[src/verilog/llc_geom_pkg.sv]
/*
 * Cache geometry constants
 * Way index, PLRU tree and statistics count types
 */

`default_nettype none

package llc_geom_pkg;

	// Associativity is fixed by the 7-bit tree PLRU
	localparam int WAYS     = 8;
	localparam int WAY_BITS = 3;

	typedef logic [WAY_BITS-1:0] way_t;

	// One tree per set, node 0 is the root
	typedef logic [WAYS-2:0] plru_t;

	typedef logic [31:0] count_t;

endpackage

`default_nettype wire

[src/verilog/stat_counters.sv]
/*
 * Read, write, hit and miss counters
 */

`timescale 1ns/1ps
`default_nettype none

module stat_counters (
	input  logic                 clk,
	input  logic                 rst,
	input  logic                 clear_all,
	input  logic                 inc_read,
	input  logic                 inc_write,
	input  logic                 inc_hit,
	input  logic                 inc_miss,
	output llc_geom_pkg::count_t read_count,
	output llc_geom_pkg::count_t write_count,
	output llc_geom_pkg::count_t hit_count,
	output llc_geom_pkg::count_t miss_count
);

	always_ff @(posedge clk) begin
		if (rst || clear_all) begin
			read_count  <= '0;
			write_count <= '0;
			hit_count   <= '0;
			miss_count  <= '0;
		end else begin
			if (inc_read)
				read_count <= read_count + 1'b1;
			if (inc_write)
				write_count <= write_count + 1'b1;
			if (inc_hit)
				hit_count <= hit_count + 1'b1;
			if (inc_miss)
				miss_count <= miss_count + 1'b1;
		end
	end

endmodule

`default_nettype wire

[config.mk]
export PLATFORM = sky130hd
export DESIGN_NAME = stat_counters
export DESIGN_NICKNAME = d
export VERILOG_FILES = /design/src/verilog/llc_geom_pkg.sv /design/src/verilog/stat_counters.sv
export SDC_FILE = /design/constraint.sdc
export NUM_CORES = 1
export LEC_CHECK = 0
export BUFFER_PORTS_ARGS = -buffer_cell sky130_fd_sc_hd__buf_2
export CORE_ASPECT_RATIO = 0.7
export CORE_MARGIN = 3
export CORE_UTILIZATION = 58
export DETAILED_ROUTE_END_ITERATION = 10
export PLACE_DENSITY = 0.85
export SKIP_LAST_GASP = 1
export SLEW_MARGIN = 10
export SYNTH_ARGS = -nofsm -noshare
export SYNTH_HDL_FRONTEND = slang
export SYNTH_SLANG_ARGS = --single-unit
[constraint.sdc]
create_clock -name clk -period 4.1 [get_ports clk]
set_input_delay 0.205 -clock clk [delete_from_list [all_inputs] [get_ports clk]]
set_output_delay 0.205 -clock clk [all_outputs]
set_load 0.005 [all_outputs]
=== After elaboration in Yosys (flattened, before gate mapping) ===
Cells that the tools add are included.

* Output and inout bits: 128
* Bits of input ports: 7
* Word-level logic and storage cells: 9
* Register bits: 128

* Add/sub/neg operators: 4
* Reductions and logical operators: 1

{| class="wikitable"
|+ Operators by type and width
! kind !! count
|-
| $add A32 B1 Y32 const B || 4
|-
| $logic_or A1 B1 Y1 || 1
|}

=== Depth between registers and ports, before layout ===
Gate-level depths: netlist (run 1).

* Depth after elaboration: 1
* Depth in mapped cells: 7
* Mapped depth without buffers: 5

=== Worst setup path before layout (run 1) ===
Ideal clock, no wire load.

* Path kind: register to register
* From: reg miss_count[0]
* To: reg miss_count[28]
* Path slack: 2081 ps
* Buffers on the path: 1
* Library setup time: 70 ps
* Data arrival time: 1948 ps
* Stages on the path, launching flop included: 7
* Required time: 4030 ps
* Cell sequence: dfxtp_1 ha_1 nand3_2 or4_1 clkbuf_2 or4_1 a21oi_1

* Longest elaborated chain between the ends: 1

{| class="wikitable"
|+ Ends and longest elaborated chain
! what !! RTL line !! source
|-
| start, declared || stat_counters.sv:19 || <nowiki>output llc_geom_pkg::count_t miss_count</nowiki>
|-
| start signal, assigned || stat_counters.sv:36 || <nowiki>miss_count <= miss_count + 1'b1;</nowiki>
|-
| $add A32 B1 Y32 || stat_counters.sv:36 ||
|}

Every way passes these cells.
A chain may end at the register's enable or synchronous reset.

=== Worst setup path in the final report (run 1) ===
* From: reg write_count[7]
* To: reg write_count[23]

* Longest elaborated chain between the ends: 1

{| class="wikitable"
|+ Ends and longest elaborated chain
! what !! RTL line !! source
|-
| start, declared || stat_counters.sv:17 || <nowiki>output llc_geom_pkg::count_t write_count,</nowiki>
|-
| start signal, assigned || stat_counters.sv:32 || <nowiki>write_count <= write_count + 1'b1;</nowiki>
|-
| $add A32 B1 Y32 || stat_counters.sv:32 ||
|}

Every way passes these cells.

==> flow_summary_export.csv, run 1 <==
group,metric,value,unit
cells_and_area,mostFrequentLayoutCells,"buf_2, dfxtp_1, a21oi_1",
pwr,power_density,376,mW/mm²
global_route,grt.overflow.total,0,
routing,first_pass_iters,5,
sta,min_period,2380,ps
critical_path,worstSetupPathType,"reg2reg",
critical_path,cp.arrival,2720,ps
routing,drtIter0Drc,521,
clock_network,cts_tree,"built",
die,core_area,0.00987,mm²
sta,finalHoldViolCount,0,
pwr,p_clk_share,52.0,%
clock_network,cts.sinks,128,
synth,synth_top_flop_cell,"dfxtp_1",
routing,drc,0,
clock_network,postCtsSetupRepairBufs,0,
place,portBuffers,134,
synth,yosys_warnings,0,
cells_and_area,n_fill_cell,760,
sta,fin_worst_skew,9.97,ps
synth,synthArstFlopShare,0,%
die,dieArea,0.0116,mm²
run,maxCapViolCount,0,
synth,synth_area,0.00597,mm²
critical_path,cp_data_required_time,4440,ps
clock_network,numCtsBuffers,17,
global_route,grt_usage,27.5,%
status,status,"complete, no violations",
critical_path,worstPathMaxFanout,25,
place,dp.cells,918,
pwr,netSwitchingFraction,20.6,%
pwr,irDropWorstVdd,0.000301,V
global_route,grt_antenna_before_repair,0,
pwr,combPwrFrac,1.6,%
die,die_h,90.9,µm
clock_network,insertion_delay,420,ps
pwr,intPower,2.14,mW
cells_and_area,final_nets,820,
synth,synthCells,696,
cells_and_area,diodes,0,
cells_and_area,final_cells,948,
die,floorplan.rows,30,
clock_network,clockBufferDepth,2,
place,dp_hpwl,10900,µm
cells_and_area,final_common_cell,"buf_2",
global_route,grt_max_degree,103,
die,io_pins,135,
place,gpl.final_weighted_congestion,0.835,
clock_network,hold_buffers,0,
routing,wirelength,16000,µm
pwr,switching_power,556,µW
routing,ant_nets,0,
clock_network,ctsResizeCount,0,
clock_network,root_buffer,"clkbuf_16",
sta,holdWs,118,ps
clock_network,clk_pin_slew_worst_paths,60,ps
die,start_util,60.5,%
critical_path,reg2reg_depth,4,
cells_and_area,finish.utilization,72.8,%
hold_path,whs_path_depth,3,
synth,yosysSeqAreaShare,42.9,%
routing,wl_per_cell,16.9,µm
pwr,total_power,2.70,mW
critical_path,critPathLaunchType,"flop",
sta,maxSlewViolCount,0,
pwr,leakage,2.65,nW
sta,timing.setup.tns,0,ps
hold_path,hp-class,"in2reg",
global_route,grt_pass1_wl,26400,µm
sta,worst_pin_slew,1150,ps
routing,via_count,6068,
sta,finalCritPeriodShare,57.9,%
clock_network,clock_tree.htree_level_count,4,
sta,grt_setup_unrepaired,"no",
pwr,power_frac_seq,46.3,%
cells_and_area,area_growth,20.4,%
routing,routed_via_density,6.40,
sta,max_freq,421,MHz
synth,synth_nets,707,
sta,max_slew_margin,23.3,%
sta,setup_viol_count_final,0,
synth,avgSynthCellArea,8.58,µm²
synth,synth_edf_count,0,
synth,synth_cell_types,32,
synth,ys_ff_latch,128,
critical_path,crit_path_end_kind,"flop",
die,dieWidth,127,µm
global_route,grt_pass1_vias,5551,
cells_and_area,layout-drive-gt1-share,20.7,%
[layer usage]
layer / wire, µm / vias to the layer above / global-route usage, %
met2: 7630 / 248 / 42.9
met3: 1210 / 27 / 7.21
met4: 290 / 0 / 11.6
li1: - / 2869 / -
met5: 0 / - / 0
met1: 6870 / 2924 / 36.0
[Yosys cell counts (all sizes together), types with 13 or more instances]
cell	n	share of area, %
nor2	51	3.2
o31ai	48	6.0
dfxtp	128	43
or3	30	3.1
o21ai	24	2.0
nand2	43	2.7
xnor2	16	2.3
inv	13	0.82
nand4	41	4.5
a21oi	73	6.1
nand3	42	3.7
clkbuf	36	2.3
and4	20	3.0
or4	53	6.7
xor2	28	4.1
[critical path, stage by stage (launching register included)]
cell and delay (ps):
dfxtp_1 410, and4_1 290, nand4_1 680, or4_1 750
a21oi_1 180
[sequential cells by signal (all words and copies together) (netlist names)]
signal,count
write_count,32
hit_count,32
miss_count,32
read_count,32
[worst paths after layout]
kind	from	to	slack, ps
min reg2reg	write_count[31]	write_count[31]	480
min	inc_read	read_count[1]	120
max reg2reg	write_count[7]	write_count[23]	1720
max	write_count[7]	write_count[23]	1720
[power groups by stage]
| stage | clock network, mW | logic [mW] | registers, mW |
|---|---|---|---|
| 4_1_cts | 1.41 | 0.0443 | 1.25 |
| 3_3_place_gp | 0 | 0.0427 | 1.28 |
| 3_5_place_dp | 0 | 0.0442 | 1.28 |
| 2_1_floorplan | 0 | 0.0299 | 1.28 |
| 5_1_grt | 1.48 | 0.0489 | 1.25 |
| 6_report | 1.40 | 0.0443 | 1.25 |
[through the flow]
step / cell area [µm²] / setup WS, ps
floorplan: 5970 / 2080
global placement: 6640 / 1910
detailed placement: 6640 / 1780
CTS: 7180 / 1750
global route: 7180 / 1510
finish: 7180 / 1720
[cell type report]
type,count,area (µm²),area share (%)
clock inverter,7,60.1,0.836
multi-input combinational,514,3190,44.4
inverter,13,48.8,0.679
tap,128,160,2.23
clock buffer,23,488,6.79
sequential,128,2560,35.7
timing repair buffer,135,678,9.44
[cells by family (layout without fill, tap and decap cells)]
logic type	after synthesis	in the layout	synth area share (%)
buffers and inverters	54	178	3.71
xor gates and xnor gates	44	44	6.46
and+or+nand+nor	305	305	29.4
muxes	6	6	1.01
adders and majority gates	4	4	0.839
DFF	128	128	42.9
AOI/OAI and AO/OA	155	155	15.6
Power figures use the tool's default switching activity.
==> inputs of run 2 (changes only) <==
- ABC_AREA: default -> 1
- CORE_UTILIZATION: 58 -> 50
- PLACE_DENSITY: 0.85 -> 0.76
- clock period: 4.1 -> 2.1 ns (I/O delays scaled with it)
==> run 2 against run 1 <==
  * Core utilization fell by 8.6 points
  * Clock power increased by 120%
  * Synthesized area is 13% higher
  * Register-to-register slack lost 1300 ps
  * Final area is 14% higher
  * Maximum frequency up 45%
  * Cell count increased by 45%
  * Non-clock buffer count grew 3
  * Worst setup slack worse by 1300 ps
  * Clock-buffer cell count shrank 4
  * Critical path type unchanged
  * Critical endpoint is now miss_count[20]
==> flow_summary_export.csv, run 2 <==
group,metric,value,unit
status,status,"complete, no violations",
place,gpl.final_weighted_congestion,0.874,
die,dieArea,0.0149,mm²
synth,synthCells,1055,
routing,first_pass_iters,6,
clock_network,clockBufferDepth,2,
sta,max_freq,612,MHz
synth,ys_ff_latch,128,
hold_path,hp-class,"in2reg",
synth,ys_top_cells_by_count,"nand2_1, nor2_1, dfxtp_1, inv_1, nand3_1",
critical_path,worstSetupPathType,"reg2reg",
pwr,power_density,680,mW/mm²
die,floorplan.rows,34,
routing,wirelength,18400,µm
synth,yosys.area.top_type,"dfxtp_1",
global_route,grt_usage,24.7,%
die,io_pins,135,
global_route,grt_pass1_vias,6181,
place,dp_hpwl,13500,µm
sta,grt_setup_unrepaired,"no",
routing,wl_per_cell,13.4,µm
synth,synth_area_leaders,"dfxtp_1, nand2_1, nor2_1",
clock_network,insertion_delay,410,ps
sta,worst_pin_slew,633,ps
sta,max_slew_margin,57.8,%
place,detailed_place.area,0.00757,mm²
synth,synth_area,0.00673,mm²
critical_path,path_cells,"ha_1 > inv_1 > nor2_1 > nand3_1 > nor2_1 > nand3_1 > nand2_1 > nor2_1",
cells_and_area,seqCellArea,0.00256,mm²
clock_network,clk_pin_slew_worst_paths,50,ps
cells_and_area,final_common_cell,"nand2_1",
run,maxCapViolCount,0,
sta,holdWs,29.2,ps
sta,min_period,1630,ps
synth,synth_top_area_share,38.1,%
die,die_h,103,µm
sta,setup_viol_count_final,0,
cells_and_area,n_fill_cell,1182,
die,core_area,0.0128,mm²
routing,ant_nets,0,
sta,maxSlewViolCount,0,
synth,yosys_warnings,0,
synth,synth_nets,1066,
cells_and_area,multi_input_area,0.00370,mm²
global_route,grt.overflow.total,0,
synth,synthArstFlopShare,0,%
routing,routed_via_density,5.12,
synth,yosysMostFrequentCell,"nand2_1",
cells_and_area,mostFrequentLayoutCells,"nand2_1, nor2_1, buf_2",
clock_network,cts.sinks,128,
synth,synth_cell_types,29,
sta,timing.setup.tns,0,ps
critical_path,crit_path_end_kind,"flop",
routing,via_count,7024,
critical_path,crit_path_max_incr_delay,380,ps
clock_network,root_buffer,"clkbuf_16",
cells_and_area,diodes,0,
global_route,grt_antenna_before_repair,0,
synth,synth_top_flop_cell,"dfxtp_1",
cells_and_area,final_nets,1207,
synth,synth_edf_count,0,
global_route,grt_max_degree,41,
critical_path,critPathLaunchType,"flop",
sta,finalCritPeriodShare,77.8,%
sta,finalHoldViolCount,0,
pwr,irDropWorstVdd,0.000609,V
critical_path,worstPathMaxFanout,5,
clock_network,cts_tree,"built",
critical_path,reg2reg_slack,470,ps
clock_network,ctsResizeCount,0,
global_route,grt_pass1_wl,30000,µm
clock_network,hold_buffers,1,
cells_and_area,fin_area,0.00818,mm²
cells_and_area,layout-drive-gt1-share,18.3,%
synth,avgSynthCellArea,6.38,µm²
clock_network,postCtsSetupRepairBufs,0,
clock_network,clock_tree.htree_level_count,4,
pwr,leakage,3.25,nW
critical_path,slowest_stage,"dfxtp_1",
synth,yosysSeqAreaShare,38.1,%
place,portBuffers,134,
clock_network,numCtsBuffers,17,
critical_path,crit_top_cell,"nor2_1",
sta,fin_worst_skew,11.3,ps
critical_path,cp_data_required_time,2390,ps
critical_path,cp.arrival,1930,ps
die,dieWidth,145,µm
routing,drc,0,
cells_and_area,area_growth,21.6,%
die,start_util,52.7,%
routing,drtIter0Drc,472,
==> run 2: changes by cell type in the layout (fill, tap and decap cells not counted), sizes merged, moves of 8 or more <==
cell and delta:
or4 -53, or3 -30, xor2 -21, inv +93, o31ai -48, and3 -8, nand2 +225, nand3 +60
and4 -20, a21oi -14, nor2 +229, nor3 +18, nand4 -28
==> run 2: where the power goes <==
group | internal, mW | total (mW) | leakage, nW | switching (mW)
Clock | 1.90 | 3.01 | 0.289 | 1.11
Combinational | 0.0355 | 0.122 | 1.93 | 0.0865
Sequential | 2.43 | 2.44 | 1.03 | 0.00603
==> run 2: path summary, 6_finish.rpt <==
check	startpoint	to	cells after the start
setup / recovery	miss_count[0]	miss_count[20]	8
hold / removal	inc_miss	miss_count[0]	2
setup reg to reg	miss_count[0]	miss_count[20]	8
hold reg to reg	write_count[0]	write_count[0]	1
==> run 2: cell families (layout without fill, tap and decap cells) <==
kind of cell,count (synthesis),count (layout),share of synthesized area [%]
AND/OR/NAND/NOR,695,695,45.1
flip-flops,128,128,38.1
buffers and inverters,121,275,6.95
AO/OA/AOI/OAI,89,89,6.73
XOR/XNOR,18,18,2.34
adder cells (fa/ha/maj),4,4,0.744
==> run 2: cell type report <==
| class | count | area share (%) |
|---|---|---|
| multi-input combinational | 806 | 45.3 |
| sequential | 128 | 31.3 |
| inverter | 105 | 4.82 |
| tap | 162 | 2.48 |
| timing repair buffer | 138 | 8.74 |
| clock inverter | 13 | 1.99 |
| clock buffer | 19 | 5.41 |
==> run 2: layer usage <==
metal	global-route usage, %	share of wire (%)
met5	0	0
met4	6.31	0.85
met3	4.50	7.6
met2	35.6	42
met1	37.9	50
==> run 2: critical path: cells and delay by family, from the launching register on <==
kind	cells	cell delay, ps
adders and majority gates	1	260
buffers and inverters	1	80
DFF	1	380
and+or+nand+nor	6	820
==> run 2: per-stage QoR <==
| step | total power [mW] | cells | util [%] | worst slack [ps] |
|---|---|---|---|---|
| after floorplan | 2.57 | 1055 | - | 707 |
| after global placement | 2.61 | 1338 | 59.3 | 536 |
| after detailed placement | 2.61 | 1338 | 59.3 | 511 |
| after CTS | 5.63 | 1371 | 64.1 | 470 |
| after global routing | 5.73 | 1371 | 64.1 | 277 |
| final | 5.57 | 1371 | 64.1 | 466 |
