### config.mk
export PLATFORM = sky130hd
export DESIGN_NAME = mesi_ctrl_flat
export DESIGN_NICKNAME = d
export VERILOG_FILES = /design/src/verilog/llc_geom_pkg.sv /design/src/verilog/mesi_pkg.sv /design/src/verilog/line_if.sv /design/src/verilog/mesi_ctrl.sv /design/src/flat_wrapper.sv
export SDC_FILE = /design/constraint.sdc
export NUM_CORES = 1
export LEC_CHECK = 0
export ABC_CLOCK_PERIOD_IN_PS = 2800
export BUFFER_PORTS_ARGS = -buffer_cell sky130_fd_sc_hd__buf_4
export CAP_MARGIN = 30
export CORE_MARGIN = 10
export CORE_UTILIZATION = 35
export DETAILED_ROUTE_END_ITERATION = 10
export PLACE_DENSITY = 0.67
export SYNTH_ARGS = -nofsm -noshare
export SYNTH_HDL_FRONTEND = slang
export SYNTH_SLANG_ARGS = --single-unit
### constraint.sdc
create_clock -name clk -period 2.8 [get_ports clk]
set_clock_uncertainty 0.1 [all_clocks]
set_input_delay 0.14 -clock clk [delete_from_list [all_inputs] [get_ports clk]]
set_output_delay 0.14 -clock clk [all_outputs]
set_load 0.05 [all_outputs]
### src/verilog/llc_geom_pkg.sv
/*
 * Cache geometry constants
 * Way index, PLRU tree and statistics count types
 */

`default_nettype none

package llc_geom_pkg;

	// Associativity is fixed by the 7-bit tree PLRU
	localparam int WAYS     = 8;
	localparam int WAY_BITS = 3;

	typedef logic [WAY_BITS-1:0] way_t;

	// One tree per set, node 0 is the root
	typedef logic [WAYS-2:0] plru_t;

	typedef logic [31:0] count_t;

endpackage

`default_nettype wire

### src/verilog/mesi_pkg.sv
/*
 * Command, MESI state, bus operation, snoop result
 * and L1 message encodings
 */

`default_nettype none

package mesi_pkg;

	typedef enum logic [2:0] {
		CPU_READ   = 3'd0,
		CPU_WRITE  = 3'd1,
		SNOOP_INV  = 3'd3,
		SNOOP_READ = 3'd4,
		SNOOP_RDX  = 3'd6,
		CLEAR      = 3'd7
	} cmd_t;

	// I must stay at zero, it is the reset state of every line
	typedef enum logic [1:0] {
		I = 2'd0,
		S = 2'd1,
		E = 2'd2,
		M = 2'd3
	} mesi_t;

	typedef enum logic [1:0] {
		READ       = 2'd0,
		WRITE      = 2'd1,
		INVALIDATE = 2'd2,
		RWIM       = 2'd3
	} bus_op_t;

	typedef enum logic [1:0] {
		HIT    = 2'd0,
		HIT_M  = 2'd1,
		NO_HIT = 2'd2
	} snoop_t;

	typedef enum logic [1:0] {
		GETLINE         = 2'd0,
		SENDLINE        = 2'd1,
		INVALIDATE_LINE = 2'd2,
		EVICTLINE       = 2'd3
	} l1_msg_t;

endpackage

`default_nettype wire

### src/verilog/line_if.sv
/*
 * Lookup and line update path between tag store and coherence controller
 */

`timescale 1ns/1ps
`default_nettype none

interface line_if #(
	parameter int ADDR_BITS   = 32,
	parameter int SET_BITS    = 4,
	parameter int OFFSET_BITS = 6
) ();
	import llc_geom_pkg::*;
	import mesi_pkg::*;

	localparam int TAG_BITS = ADDR_BITS - SET_BITS - OFFSET_BITS;

	// Lookup, also the set of any update
	logic [SET_BITS-1:0] set;
	logic [TAG_BITS-1:0] tag;

	// Compare result and the PLRU victim's line
	logic                hit;
	way_t                hit_way;
	mesi_t               hit_state;
	logic [TAG_BITS-1:0] victim_tag;
	mesi_t               victim_state;

	logic                upd_en;
	way_t                upd_way;
	logic [TAG_BITS-1:0] upd_tag;
	mesi_t               upd_state;
	logic                clear_all;

	modport store (
		input  set, tag, upd_en, upd_way, upd_tag, upd_state, clear_all,
		output hit, hit_way, hit_state, victim_tag, victim_state
	);

	modport ctrl (
		output set, tag, upd_en, upd_way, upd_tag, upd_state, clear_all,
		input  hit, hit_way, hit_state, victim_tag, victim_state
	);

endinterface

`default_nettype wire

### src/verilog/mesi_ctrl.sv
/*
 * MESI coherence controller
 * Decides next line state, bus operation, write-back, L1 message
 * and snoop reply in the command's cycle, and registers the results
 */

`timescale 1ns/1ps
`default_nettype none

module mesi_ctrl #(
	parameter int ADDR_BITS   = 32,
	parameter int SET_BITS    = 4,
	parameter int OFFSET_BITS = 6
) (
	input  logic                              clk,
	input  logic                              rst,
	input  logic                              cmd_valid,
	input  mesi_pkg::cmd_t                    cmd,
	input  logic [ADDR_BITS-1:0]              addr,
	input  mesi_pkg::snoop_t                  snoop_in,
	line_if.ctrl                              line,
	output logic [SET_BITS-1:0]               plru_set,
	output logic                              touch_en,
	output llc_geom_pkg::way_t                touch_way,
	input  llc_geom_pkg::way_t                victim,
	output logic                              clear_all,
	output logic                              inc_read,
	output logic                              inc_write,
	output logic                              inc_hit,
	output logic                              inc_miss,
	output logic                              resp_valid,
	output logic                              bus_valid,
	output mesi_pkg::bus_op_t                 bus_op,
	output logic [ADDR_BITS-OFFSET_BITS-1:0]  bus_addr,
	output logic                              wb_valid,
	output logic [ADDR_BITS-OFFSET_BITS-1:0]  wb_addr,
	output logic                              l1_valid,
	output mesi_pkg::l1_msg_t                 l1_msg,
	output logic [ADDR_BITS-OFFSET_BITS-1:0]  l1_addr,
	output logic                              snoop_valid,
	output mesi_pkg::snoop_t                  snoop_out
);
	import mesi_pkg::*;

	typedef logic [ADDR_BITS-OFFSET_BITS-1:0] line_addr_t;

	line_addr_t line_addr;
	line_addr_t victim_addr;

	logic       nxt_bus_valid;
	bus_op_t    nxt_bus_op;
	logic       nxt_wb_valid;
	logic       nxt_l1_valid;
	l1_msg_t    nxt_l1_msg;
	line_addr_t nxt_l1_addr;
	logic       nxt_snoop_valid;
	snoop_t     nxt_snoop_out;

	// Line address is tag followed by set
	assign line_addr   = addr[ADDR_BITS-1:OFFSET_BITS];
	assign victim_addr = {line.victim_tag, line.set};

	assign line.set     = addr[OFFSET_BITS +: SET_BITS];
	assign line.tag     = addr[ADDR_BITS-1 -: (ADDR_BITS - SET_BITS - OFFSET_BITS)];
	assign line.upd_tag = line.tag;
	assign line.clear_all = clear_all;
	assign plru_set     = line.set;

	// ------------------------------------------------------------------------
	// Decision
	// ------------------------------------------------------------------------
	always_comb begin
		touch_en        = 1'b0;
		touch_way       = line.hit_way;
		clear_all       = 1'b0;
		inc_read        = 1'b0;
		inc_write       = 1'b0;
		inc_hit         = 1'b0;
		inc_miss        = 1'b0;
		line.upd_en     = 1'b0;
		line.upd_way    = line.hit_way;
		line.upd_state  = line.hit_state;
		nxt_bus_valid   = 1'b0;
		nxt_bus_op      = READ;
		nxt_wb_valid    = 1'b0;
		nxt_l1_valid    = 1'b0;
		nxt_l1_msg      = SENDLINE;
		nxt_l1_addr     = line_addr;
		nxt_snoop_valid = 1'b0;
		nxt_snoop_out   = NO_HIT;

		if (cmd_valid) begin
			case (cmd)
				CPU_READ, CPU_WRITE: begin
					inc_read    = (cmd == CPU_READ);
					inc_write   = (cmd == CPU_WRITE);
					touch_en    = 1'b1;
					line.upd_en = 1'b1;
					if (line.hit) begin
						inc_hit = 1'b1;
						if (cmd == CPU_READ) begin
							nxt_l1_valid = 1'b1;
						end else begin
							line.upd_state = M;
							// Other sharers must drop their copy
							nxt_bus_valid = (line.hit_state == S);
							nxt_bus_op    = INVALIDATE;
						end
					end else begin
						inc_miss      = 1'b1;
						touch_way     = victim;
						line.upd_way  = victim;
						nxt_bus_valid = 1'b1;
						if (cmd == CPU_READ) begin
							nxt_bus_op   = READ;
							nxt_l1_valid = 1'b1;
							if (snoop_in == HIT || snoop_in == HIT_M)
								line.upd_state = S;
							else
								line.upd_state = E;
						end else begin
							nxt_bus_op     = RWIM;
							line.upd_state = M;
						end
						// Eviction message takes the place of SENDLINE
						if (line.victim_state != I) begin
							nxt_l1_valid = 1'b1;
							nxt_l1_msg   = EVICTLINE;
							nxt_l1_addr  = victim_addr;
						end
						nxt_wb_valid = (line.victim_state == M);
					end
				end

				SNOOP_READ, SNOOP_RDX, SNOOP_INV: begin
					nxt_snoop_valid = 1'b1;
					if (line.hit) begin
						line.upd_en   = 1'b1;
						nxt_snoop_out = HIT;
						if (cmd == SNOOP_READ) begin
							line.upd_state = S;
							if (line.hit_state == M) begin
								nxt_snoop_out = HIT_M;
								nxt_bus_valid = 1'b1;
								nxt_bus_op    = WRITE;
								nxt_l1_valid  = 1'b1;
								nxt_l1_msg    = GETLINE;
							end
						end else begin
							line.upd_state = I;
							nxt_l1_valid   = 1'b1;
							nxt_l1_msg     = INVALIDATE_LINE;
							if (cmd == SNOOP_RDX && line.hit_state == M) begin
								nxt_snoop_out = HIT_M;
								nxt_bus_valid = 1'b1;
								nxt_bus_op    = WRITE;
								nxt_l1_msg    = EVICTLINE;
							end
						end
					end
				end

				CLEAR: clear_all = 1'b1;

				default: ;
			endcase
		end
	end

	// ------------------------------------------------------------------------
	// Response registers, one cycle after cmd_valid
	// ------------------------------------------------------------------------
	always_ff @(posedge clk) begin
		if (rst) begin
			resp_valid  <= 1'b0;
			bus_valid   <= 1'b0;
			wb_valid    <= 1'b0;
			l1_valid    <= 1'b0;
			snoop_valid <= 1'b0;
		end else begin
			resp_valid  <= cmd_valid;
			bus_valid   <= nxt_bus_valid;
			wb_valid    <= nxt_wb_valid;
			l1_valid    <= nxt_l1_valid;
			snoop_valid <= nxt_snoop_valid;
		end
	end

	// Payloads load only with their strobe
	always_ff @(posedge clk) begin
		if (nxt_bus_valid) begin
			bus_op   <= nxt_bus_op;
			bus_addr <= line_addr;
		end
		if (nxt_wb_valid)
			wb_addr <= victim_addr;
		if (nxt_l1_valid) begin
			l1_msg  <= nxt_l1_msg;
			l1_addr <= nxt_l1_addr;
		end
		if (nxt_snoop_valid)
			snoop_out <= nxt_snoop_out;
	end

endmodule

`default_nettype wire

### src/flat_wrapper.sv
// flat-port wrapper written by rule: the top's interface ports become plain ports
module mesi_ctrl_flat import mesi_pkg::*;
#(
	parameter int ADDR_BITS   = 32,
	parameter int SET_BITS    = 4,
	parameter int OFFSET_BITS = 6
)
  (clk, rst, cmd_valid, cmd, addr, snoop_in, plru_set, touch_en, touch_way, victim, clear_all, inc_read, inc_write, inc_hit, inc_miss, resp_valid, bus_valid, bus_op, bus_addr, wb_valid, wb_addr, l1_valid, l1_msg, l1_addr, snoop_valid, snoop_out, line_set, line_tag, line_upd_en, line_upd_way, line_upd_tag, line_upd_state, line_clear_all, line_hit, line_hit_way, line_hit_state, line_victim_tag, line_victim_state);
  line_if #(.ADDR_BITS(ADDR_BITS), .SET_BITS(SET_BITS), .OFFSET_BITS(OFFSET_BITS)) line_i ();
  input  logic clk;
  input  logic rst;
  input  logic cmd_valid;
  input  mesi_pkg::cmd_t cmd;
  input  logic [ADDR_BITS-1:0] addr;
  input  mesi_pkg::snoop_t snoop_in;
  output logic [SET_BITS-1:0] plru_set;
  output logic touch_en;
  output llc_geom_pkg::way_t touch_way;
  input  llc_geom_pkg::way_t victim;
  output logic clear_all;
  output logic inc_read;
  output logic inc_write;
  output logic inc_hit;
  output logic inc_miss;
  output logic resp_valid;
  output logic bus_valid;
  output mesi_pkg::bus_op_t bus_op;
  output logic [ADDR_BITS-OFFSET_BITS-1:0] bus_addr;
  output logic wb_valid;
  output logic [ADDR_BITS-OFFSET_BITS-1:0] wb_addr;
  output logic l1_valid;
  output mesi_pkg::l1_msg_t l1_msg;
  output logic [ADDR_BITS-OFFSET_BITS-1:0] l1_addr;
  output logic snoop_valid;
  output mesi_pkg::snoop_t snoop_out;
  output wire logic [$bits(line_i.set)-1:0] line_set;
  output wire logic [$bits(line_i.tag)-1:0] line_tag;
  output wire logic [$bits(line_i.upd_en)-1:0] line_upd_en;
  output wire logic [$bits(line_i.upd_way)-1:0] line_upd_way;
  output wire logic [$bits(line_i.upd_tag)-1:0] line_upd_tag;
  output wire logic [$bits(line_i.upd_state)-1:0] line_upd_state;
  output wire logic [$bits(line_i.clear_all)-1:0] line_clear_all;
  input wire logic [$bits(line_i.hit)-1:0] line_hit;
  input wire logic [$bits(line_i.hit_way)-1:0] line_hit_way;
  input wire logic [$bits(line_i.hit_state)-1:0] line_hit_state;
  input wire logic [$bits(line_i.victim_tag)-1:0] line_victim_tag;
  input wire logic [$bits(line_i.victim_state)-1:0] line_victim_state;
  assign line_set = line_i.set;
  assign line_tag = line_i.tag;
  assign line_upd_en = line_i.upd_en;
  assign line_upd_way = line_i.upd_way;
  assign line_upd_tag = line_i.upd_tag;
  assign line_upd_state = line_i.upd_state;
  assign line_clear_all = line_i.clear_all;
  assign line_i.hit = line_hit;
  assign line_i.hit_way = line_hit_way;
  assign line_i.hit_state = line_hit_state;
  assign line_i.victim_tag = line_victim_tag;
  assign line_i.victim_state = line_victim_state;
  mesi_ctrl #(.ADDR_BITS(ADDR_BITS), .SET_BITS(SET_BITS), .OFFSET_BITS(OFFSET_BITS)) u_core (.clk(clk), .rst(rst), .cmd_valid(cmd_valid), .cmd(cmd), .addr(addr), .snoop_in(snoop_in), .line(line_i), .plru_set(plru_set), .touch_en(touch_en), .touch_way(touch_way), .victim(victim), .clear_all(clear_all), .inc_read(inc_read), .inc_write(inc_write), .inc_hit(inc_hit), .inc_miss(inc_miss), .resp_valid(resp_valid), .bus_valid(bus_valid), .bus_op(bus_op), .bus_addr(bus_addr), .wb_valid(wb_valid), .wb_addr(wb_addr), .l1_valid(l1_valid), .l1_msg(l1_msg), .l1_addr(l1_addr), .snoop_valid(snoop_valid), .snoop_out(snoop_out));
endmodule
After elaboration in Yosys (flattened, before gate mapping)
Index checks and enable logic that the tools add are counted.

Output and inout port bits: 157. Word-level logic and storage cells: 94. Flip-flop bits (word level): 89.

Equality and inequality tests: 9. Muxes and demuxes: 66. Reductions and logical operators: 8.

Operators with widths (number): $mux 26 (4); $mux 1 (38); $mux 2 (15); $pmux 2 s2 (3); $eq 3x3->1 const B (3); $mux 3 (3); $pmux 1 s2 (3); $eq 2x1->1 const B (2); $eq 2x2->1 const B (2); $eq 3x1->1 const B (1); $eq 3x2->1 const B (1); $logic_not 3->1 (1); $reduce_and 3->1 (1); $reduce_or 3->1 (1); $logic_not 2->1 (1); $reduce_bool 2->1 (1); $reduce_or 2->1 (1); $logic_and 1x1->1 (1); $logic_or 1x1->1 (1).

Longest topological paths before layout
Gate-level depths: netlist (run 1).

Word-level depth: 7. Depth in mapped cells: 6.

Worst setup path before layout (run 1)
Ideal clock, no wire load.

Kind: input to register. Start point: input cmd[1]. End point: register u_core.l1_addr[0] (enable). Stages on the path: 4. Buffers on the path: 1. Arrival time: 1939 ps. Setup time: 413 ps. Setup slack: 349 ps. Cells stage by stage: clkbuf_1 > o31ai_1 > a21oi_1 > nor2_1.

Cells in the longest elaborated chain, start to end: 6. Elaborated cells on any way between the ends: 14. Those cells by class: eq/ne: 4; mux: 7; reduce/logical: 3.

RTL lines: from (decl) (line flat_wrapper.sv:13) `input mesi_pkg::cmd_t cmd;`; $logic_not 3->1 (line mesi_ctrl.sv:93, mesi_ctrl.sv:101, mesi_ctrl.sv:114); $mux 1 (line mesi_ctrl.sv:101, mesi_ctrl.sv:114); $mux 1 (line mesi_ctrl.sv:126) `if (line.victim_state != I) begin`; $mux 1 (line mesi_ctrl.sv:99) `if (line.hit) begin`; $pmux 1 s2 (*) (line mesi_ctrl.sv:93) `case (cmd)`; $mux 1 (*) (line mesi_ctrl.sv:92) `if (cmd_valid) begin`; via u_core.nxt_l1_valid (line mesi_ctrl.sv:53) `logic nxt_l1_valid;`; to (signal assigned) (line mesi_ctrl.sv:199) `l1_addr <= nxt_l1_addr;`; to (decl) (line mesi_ctrl.sv:39) `output logic [ADDR_BITS-OFFSET_BITS-1:0] l1_addr,`.

Mark *: on every way through the listed nets, which the timed path passes. The rest lies on a longest branch. A chain may end at the register's enable or synchronous reset.

Final worst setup path (run 1)
Start point: input cmd[2]. End point: register u_core.l1_addr[4] (data pin).

Cells in the longest elaborated chain, start to end: 4. Elaborated cells on any way between the ends: 5. Those cells by class: eq/ne: 1; mux: 2; reduce/logical: 2.

RTL lines: $eq 3x1->1 or $logic_not 3->1 (tied branches) (line mesi_ctrl.sv:93); $reduce_or 2->1 (*) (line mesi_ctrl.sv:93); $mux 26 (*) (line mesi_ctrl.sv:93); $mux 26 (*) (line mesi_ctrl.sv:92); via u_core.nxt_l1_addr[4] (line mesi_ctrl.sv:55) `line_addr_t nxt_l1_addr;`.

Marked as above.

==> results of run 1 <==
-- worst max-delay path, stage by stage --
cell	delay (ns)
buf_4	0.15
nor3_2	0.20
and2_1	0.29
and2b_4	0.56
mux2_1	0.37
-- per-layer routing --
layer | share of wire | global-route usage
met4 | 0.016 | 0.03975
met1 | 0.39 | 0.1515
met3 | 0.079 | 0.04638
met2 | 0.51 | 0.2364
met5 | 0 | 0
-- power by group through the flow --
stage	Combinational [W]	Clock (W)	Sequential, W
global placement	0.000720	0	0.00155
floorplan	0.000334	0	0.00172
detailed placement	0.000725	0	0.00155
global route	0.000810	0.000950	0.00153
finish	0.000776	0.000852	0.00152
CTS	0.000782	0.000884	0.00152
-- final cells by class --
cell class	instances	area, um2	area share
sequential	89	2623	0.4431
timing repair buffer	274	2205	0.3725
multi-input combinational	80	704.4	0.1190
tap	140	175.2	0.02960
clock buffer	9	123.9	0.02093
clock inverter	7	68.82	0.01163
inverter	5	18.77	0.003171
-- logic make-up after synthesis --
| family | count (synthesis) |
|---|---|
| simple gates | 39 |
| xor+xnor | 1 |
| mux | 26 |
| compound gates | 14 |
| flops | 89 |
| buf+inv | 69 |
-- through the flow --
step	power (W)	hold WS [ns]	cell area (um2)	setup slack, ns
final	0.003149	0.03094	5918	1.083
after global placement	0.002271	0.2280	5235	0.7367
after CTS	0.003188	0.004466	5918	1.094
after global routing	0.003286	0.01833	5918	1.011
after floorplan	0.002057	0.1116	3811	0.3486
after detailed placement	0.002277	0.2296	5235	0.7066
-- how the worst max path moves through the flow --
stage          startpoint            endpoint  slack (ns)  cells after the start
4_1_cts            cmd[2]  u_core.l1_addr[25]        1.09                      5
5_1_grt            cmd[2]  u_core.l1_addr[25]        1.01                      5
6_report           cmd[2]   u_core.l1_addr[4]        1.08                      5
3_5_place_dp       cmd[2]   u_core.l1_addr[4]        0.71                      5
3_3_place_gp       cmd[2]   u_core.l1_addr[4]        0.74                      5
2_1_floorplan      cmd[1]   u_core.l1_addr[0]        0.35                      4
-- Yosys cell counts, types with 2 or more instances --
library cell and n:
nand2_1 5, dfxtp_1 5, buf_4 56, and3_1 4
mux2_4 20, buf_8 2, clkbuf_1 4, mux2_1 5
nand3_1 4, nand3b_1 2, inv_1 4, nor2_1 8
nor2b_1 5, o21ai_1 3, a21oi_1 6, nor3_1 4
edfxtp_1 84
-- registers in the layout, indices dropped and copies added (netlist names) --
register,count
u_core.resp_valid,1
u_core.l1_addr,26
u_core.snoop_out,2
u_core.wb_addr,26
u_core.wb_valid,1
u_core.bus_addr,26
u_core.bus_op,2
u_core.snoop_valid,1
u_core.l1_valid,1
u_core.l1_msg,2
u_core.bus_valid,1
==> results.json, run 1 <==
{
  "cp_max_fo": 22,
  "drt_wl_total_um": 10850,
  "nNetsFinal": 532,
  "cp-start-kind": "primary input",
  "synth.avg_cell_area_um2": 16.01,
  "leakagePower_nw": 2.508,
  "clkTransAtPathRegs_ns": 0.09,
  "worst-setup-path-type": "in -> reg",
  "layout-drive-gt1-share": 0.5733,
  "globalplace.congestion": 0.7503,
  "syn_area_mm2": 0.003811,
  "synth-compound-area-share": 0.02331,
  "ys_seq_elements": 89,
  "ys_top_cells_by_area": "edfxtp_1, buf_4, mux2_4, dfxtp_1, mux2_1",
  "hp-class": "in -> reg",
  "synth_top_family_by_area": "buffers and inverters",
  "fin_util": 0.5508,
  "fillers": 871,
  "rsz0062_at_grt": "no",
  "synth.distinct_cells": 34,
  "fin_cells": 604,
  "synth-edff-count": 84,
  "setup_violations": 0,
  "synth_area_leader_cell": "edfxtp_1",
  "numCtsBuffers": 9,
  "clockPowerShare": 0.270,
  "antenna_found_initial": 0,
  "whs_path_depth": 2,
  "portBuffers": 222,
  "drv_slew": 0,
  "drtIter0Drc": 139,
  "yosysWarningCount": 0,
  "layout_common_cells": "buf_4, edfxtp_1, dlygate4sd3_1",
  "seq_area_frac_synth": 0.6881,
  "worstMarginPinSlew_ns": 0.5548,
  "powerDensity_mw_per_mm2": 532.1,
  "cts_resized": 0,
  "dp.cells": 539,
  "cts_hold_buf": 49,
  "start_util": 0.3547,
  "yosysTopAreaCellShare": 0.6619,
  "critPathRequiredTime_ns": 2.79,
  "p_switching_w": 0.0009539,
  "syn-num-nets": 311,
  "grt_pass1_wl_um": 16720,
  "synthArstFlopShare": 0,
  "final_common_cell": "buf_4",
  "p_int_w": 0.002195,
  "pin_count": 230,
  "clock_path_buffers": 2,
  "yosys.area_share.adder": 0,
  "diodes": 0,
  "synth-simple-area-share": 0.05877,
  "num_rows": 38,
  "core_area_mm2": 0.01075,
  "fin_crit_sh": 0.6134,
  "grtUsageTotal": 0.1351,
  "grt_remaining_overflow": 0,
  "dp_hpwl_um": 7954,
  "min_period_ns": 1.717,
  "ant_nets": 0,
  "muxShareOfSynthArea": 0.09619,
  "drc": 0,
  "maxCapViolCount": 0,
  "critPathArrivalTime_ns": 1.71,
  "hp-start": "cmd_valid",
  "ir_drop_uv": 221.3,
  "drtPass1Iterations": 4,
  "dieArea_mm2": 0.01546,
  "fp.dieW_um": 124.4,
  "switching_share": 0.3029,
  "holdPathEnd": "u_core.resp_valid",
  "ys.flop_type": "edfxtp_1",
  "end_kind": "register",
  "via_count": 2661,
  "hold_viol_final": 0,
  "die_h_um": 124.4,
  "power_frac_seq": 0.483,
  "cts_tree": "yes",
  "area_delta_synth_final_pct": 55.29,
  "grt_pass1_vias": 2904,
  "relSlewSlack": 0.6301,
  "status": "finished clean",
  "clock-sinks": 89,
  "fmax_mhz": 582.3,
  "syn_inst": 238,
  "cts_root_buf": "clkbuf_8",
  "synth_xor_area_frac": 0.002298,
  "grt_max_degree": 23,
  "p_comb_frac": 0.246,
  "via_per_inst": 4.406,
  "setup_tns_ns": 0,
  "htreeDepth": 3,
  "wl_per_cell_um": 17.97,
  "post-cts-setup-buffers": 0
}
Note: power is estimated with default switching activity, not from simulation.
==> run 2: changes to the inputs <==
--- a/config.mk
+++ b/config.mk
@@ -5,7 +5,8 @@
 export SDC_FILE = /design/constraint.sdc
 export NUM_CORES = 1
 export LEC_CHECK = 0
-export ABC_CLOCK_PERIOD_IN_PS = 2800
+export ABC_AREA = 1
+export ABC_CLOCK_PERIOD_IN_PS = 1800
 export BUFFER_PORTS_ARGS = -buffer_cell sky130_fd_sc_hd__buf_4
 export CAP_MARGIN = 30
 export CORE_MARGIN = 10
==> constraint.sdc (replaced) <==
create_clock -name clk -period 1.8 [get_ports clk]
set_clock_uncertainty 0.1 [all_clocks]
set_input_delay 0.09 -clock clk [delete_from_list [all_inputs] [get_ports clk]]
set_output_delay 0.09 -clock clk [all_outputs]
set_load 0.05 [all_outputs]
==> results.json, run 2 <==
{
  "status": "finished clean",
  "wl_per_cell_um": 18.53,
  "critPathArrivalTime_ns": 1.42,
  "num_rows": 38,
  "grt_pass1_wl_um": 19260,
  "pin_count": 230,
  "critPathRequiredTime_ns": 1.61,
  "clock_path_buffers": 2,
  "htreeDepth": 3,
  "grt_remaining_overflow": 0,
  "synth_area_leader_cell": "edfxtp_1",
  "hold_viol_final": 0,
  "met3_length_um": 964,
  "seq_area_frac_synth": 0.6861,
  "via_count": 3052,
  "drtIter0Drc": 199,
  "ys.flop_type": "edfxtp_1",
  "clkTransAtPathRegs_ns": 0.09,
  "setup_ws_ns": 0.1932,
  "syn_inst": 307,
  "maxCapViolCount": 0,
  "post-cts-setup-buffers": 0,
  "dp_slack_ns": 0.1591,
  "globalplace.congestion": 0.8481,
  "clockPowerShare": 0.287,
  "cp-start-kind": "primary input",
  "drc": 0,
  "p_comb_frac": 0.257,
  "grt_max_degree": 29,
  "synthArstFlopShare": 0,
  "end_kind": "output port",
  "p_int_w": 0.003594,
  "clock-sinks": 89,
  "crit_top_cell": "buf_4",
  "drv_slew": 0,
  "fin_hold_ws_ns": 0.02975,
  "yosysMostFrequentCell": "edfxtp_1",
  "highest_layer": "met4",
  "cp_max_fo": 16,
  "worstMarginPinSlew_ns": 0.4347,
  "final_common_cell": "buf_4",
  "hp-class": "in -> reg",
  "largestRegisters": "u_core.bus_addr (26), u_core.l1_addr (26), u_core.wb_addr (26)",
  "setup_violations": 0,
  "die_h_um": 124.5,
  "syn-num-nets": 380,
  "synth.avg_cell_area_um2": 12.45,
  "ys_top_cells_by_area": "edfxtp_1, buf_4, nand2_1, dfxtp_1, o21ai_1",
  "core_area_mm2": 0.01075,
  "powerDensity_mw_per_mm2": 868.0,
  "multi_input_area_um2": 656.9,
  "synth.distinct_cells": 23,
  "p_switching_w": 0.001657,
  "ant_nets": 0,
  "syn_area_mm2": 0.003822,
  "rsz0062_at_grt": "no",
  "dp_hpwl_um": 9355,
  "drt_wl_total_um": 12620,
  "grt_pass1_vias": 3261,
  "min_period_ns": 1.607,
  "yosys-top-cells-count": "edfxtp_1, nand2_1, buf_4",
  "switching_share": 0.3156,
  "start_util": 0.3557,
  "numCtsBuffers": 9,
  "drtPass1Iterations": 4,
  "fin_util": 0.5631,
  "yosysTopAreaCellShare": 0.6599,
  "routedLengthMet1_um": 4937,
  "via_per_inst": 4.482,
  "seq_area_mm2": 0.002623,
  "dr_wl_met2_um": 6419,
  "fin_crit_sh": 0.8927,
  "antenna_found_initial": 0,
  "crit_path_top_delay_cell": "inv_1",
  "layout-drive-gt1-share": 0.4732,
  "area_delta_synth_final_pct": 58.30,
  "ys_seq_elements": 89,
  "dieArea_mm2": 0.01550,
  "cpPeakStageDelay_ns": 0.27,
  "path_cells": "buf_4, inv_1, nand2_4, buf_4, inv_1, nand2_1, nand2_2, buf_4",
  "worst-setup-path-type": "in -> out",
  "relSlewSlack": 0.7102,
  "portBuffers": 222,
  "nNetsFinal": 609,
  "synth-edff-count": 84,
  "layout_common_cells": "buf_4, edfxtp_1, nand2_1",
  "fp.dieW_um": 124.5,
  "power_frac_seq": 0.456,
  "fillers": 868,
  "leakagePower_nw": 2.654,
  "grtUsageTotal": 0.1598,
  "ir_drop_uv": 405.7,
  "yosysWarningCount": 0,
  "diodes": 0,
  "cts_root_buf": "clkbuf_8",
  "cts_tree": "yes",
  "fmax_mhz": 622.3
}
-- run 2: cell count changes after synthesis, moves of 5 or more --
cell / delta
inv_1: +9
nand3_1: +7
nand2_1: +69
o21ai_1: +11
nor2b_1: -5
o21ai_0: +11
mux2_4: -20
mux2_1: -5
-- run 2: worst paths after layout --
kind	start	endpoint	slack [ns]	cells past startpoint
worst max-delay path	line_hit	touch_way[0]	0.19	8
worst min-delay path	cmd[2]	u_core.bus_op[1]	0.03	2
-- run 2: logic make-up after synthesis --
family | count (synthesis) | synth area share
buf+inv | 81 | 0.1457
simple gates | 108 | 0.1293
flops | 89 | 0.6861
compound gates | 29 | 0.03895
-- run 2: area by class of cell --
| cell class | count | area share |
|---|---|---|
| tap | 140 | 0.02895 |
| clock buffer | 10 | 0.02109 |
| inverter | 15 | 0.009719 |
| timing repair buffer | 284 | 0.3834 |
| multi-input combinational | 137 | 0.1086 |
| sequential | 89 | 0.4334 |
| clock inverter | 6 | 0.01489 |
-- run 2: worst max-delay path, delay by kind of cell --
family | cells | cell delay, ns
buffers and inverters | 5 | 0.97
AND/OR/NAND/NOR | 3 | 0.36
-- run 2: metrics by stage --
| step | area, um2 | power, W | instances | TNS [ns] |
|---|---|---|---|---|
| after floorplan | 3851 | 0.003307 | 307 | -8.652 |
| after global placement | 5283 | 0.003690 | 610 | 0 |
| after detailed placement | 5283 | 0.003703 | 610 | 0 |
| after CTS | 6051 | 0.005300 | 681 | 0 |
| after global routing | 6051 | 0.005465 | 681 | 0 |
| final | 6051 | 0.005252 | 681 | 0 |
-- run 2: power groups by stage --
stage,clock network [W],logic (W),registers (W)
finish,0.00151,0.00135,0.00240
global route,0.00165,0.00141,0.00240
CTS,0.00155,0.00136,0.00240
detailed placement,0,0.00126,0.00244
global placement,0,0.00125,0.00244
floorplan,0,0.000530,0.00278
-- run 2: repair_timing --
item | in CTS | in global routing
endpoints found under the hold margin | 84 | 0
gates resized for setup | 0 | 0
hold buffers | 55 | 0
-- run 2: metal layers --
metal	vias to the layer above	track usage
met5	-	0
met4	0	0.06648
met3	21	0.05234
met2	159	0.2733
met1	1420	0.1786
li1	1452	-
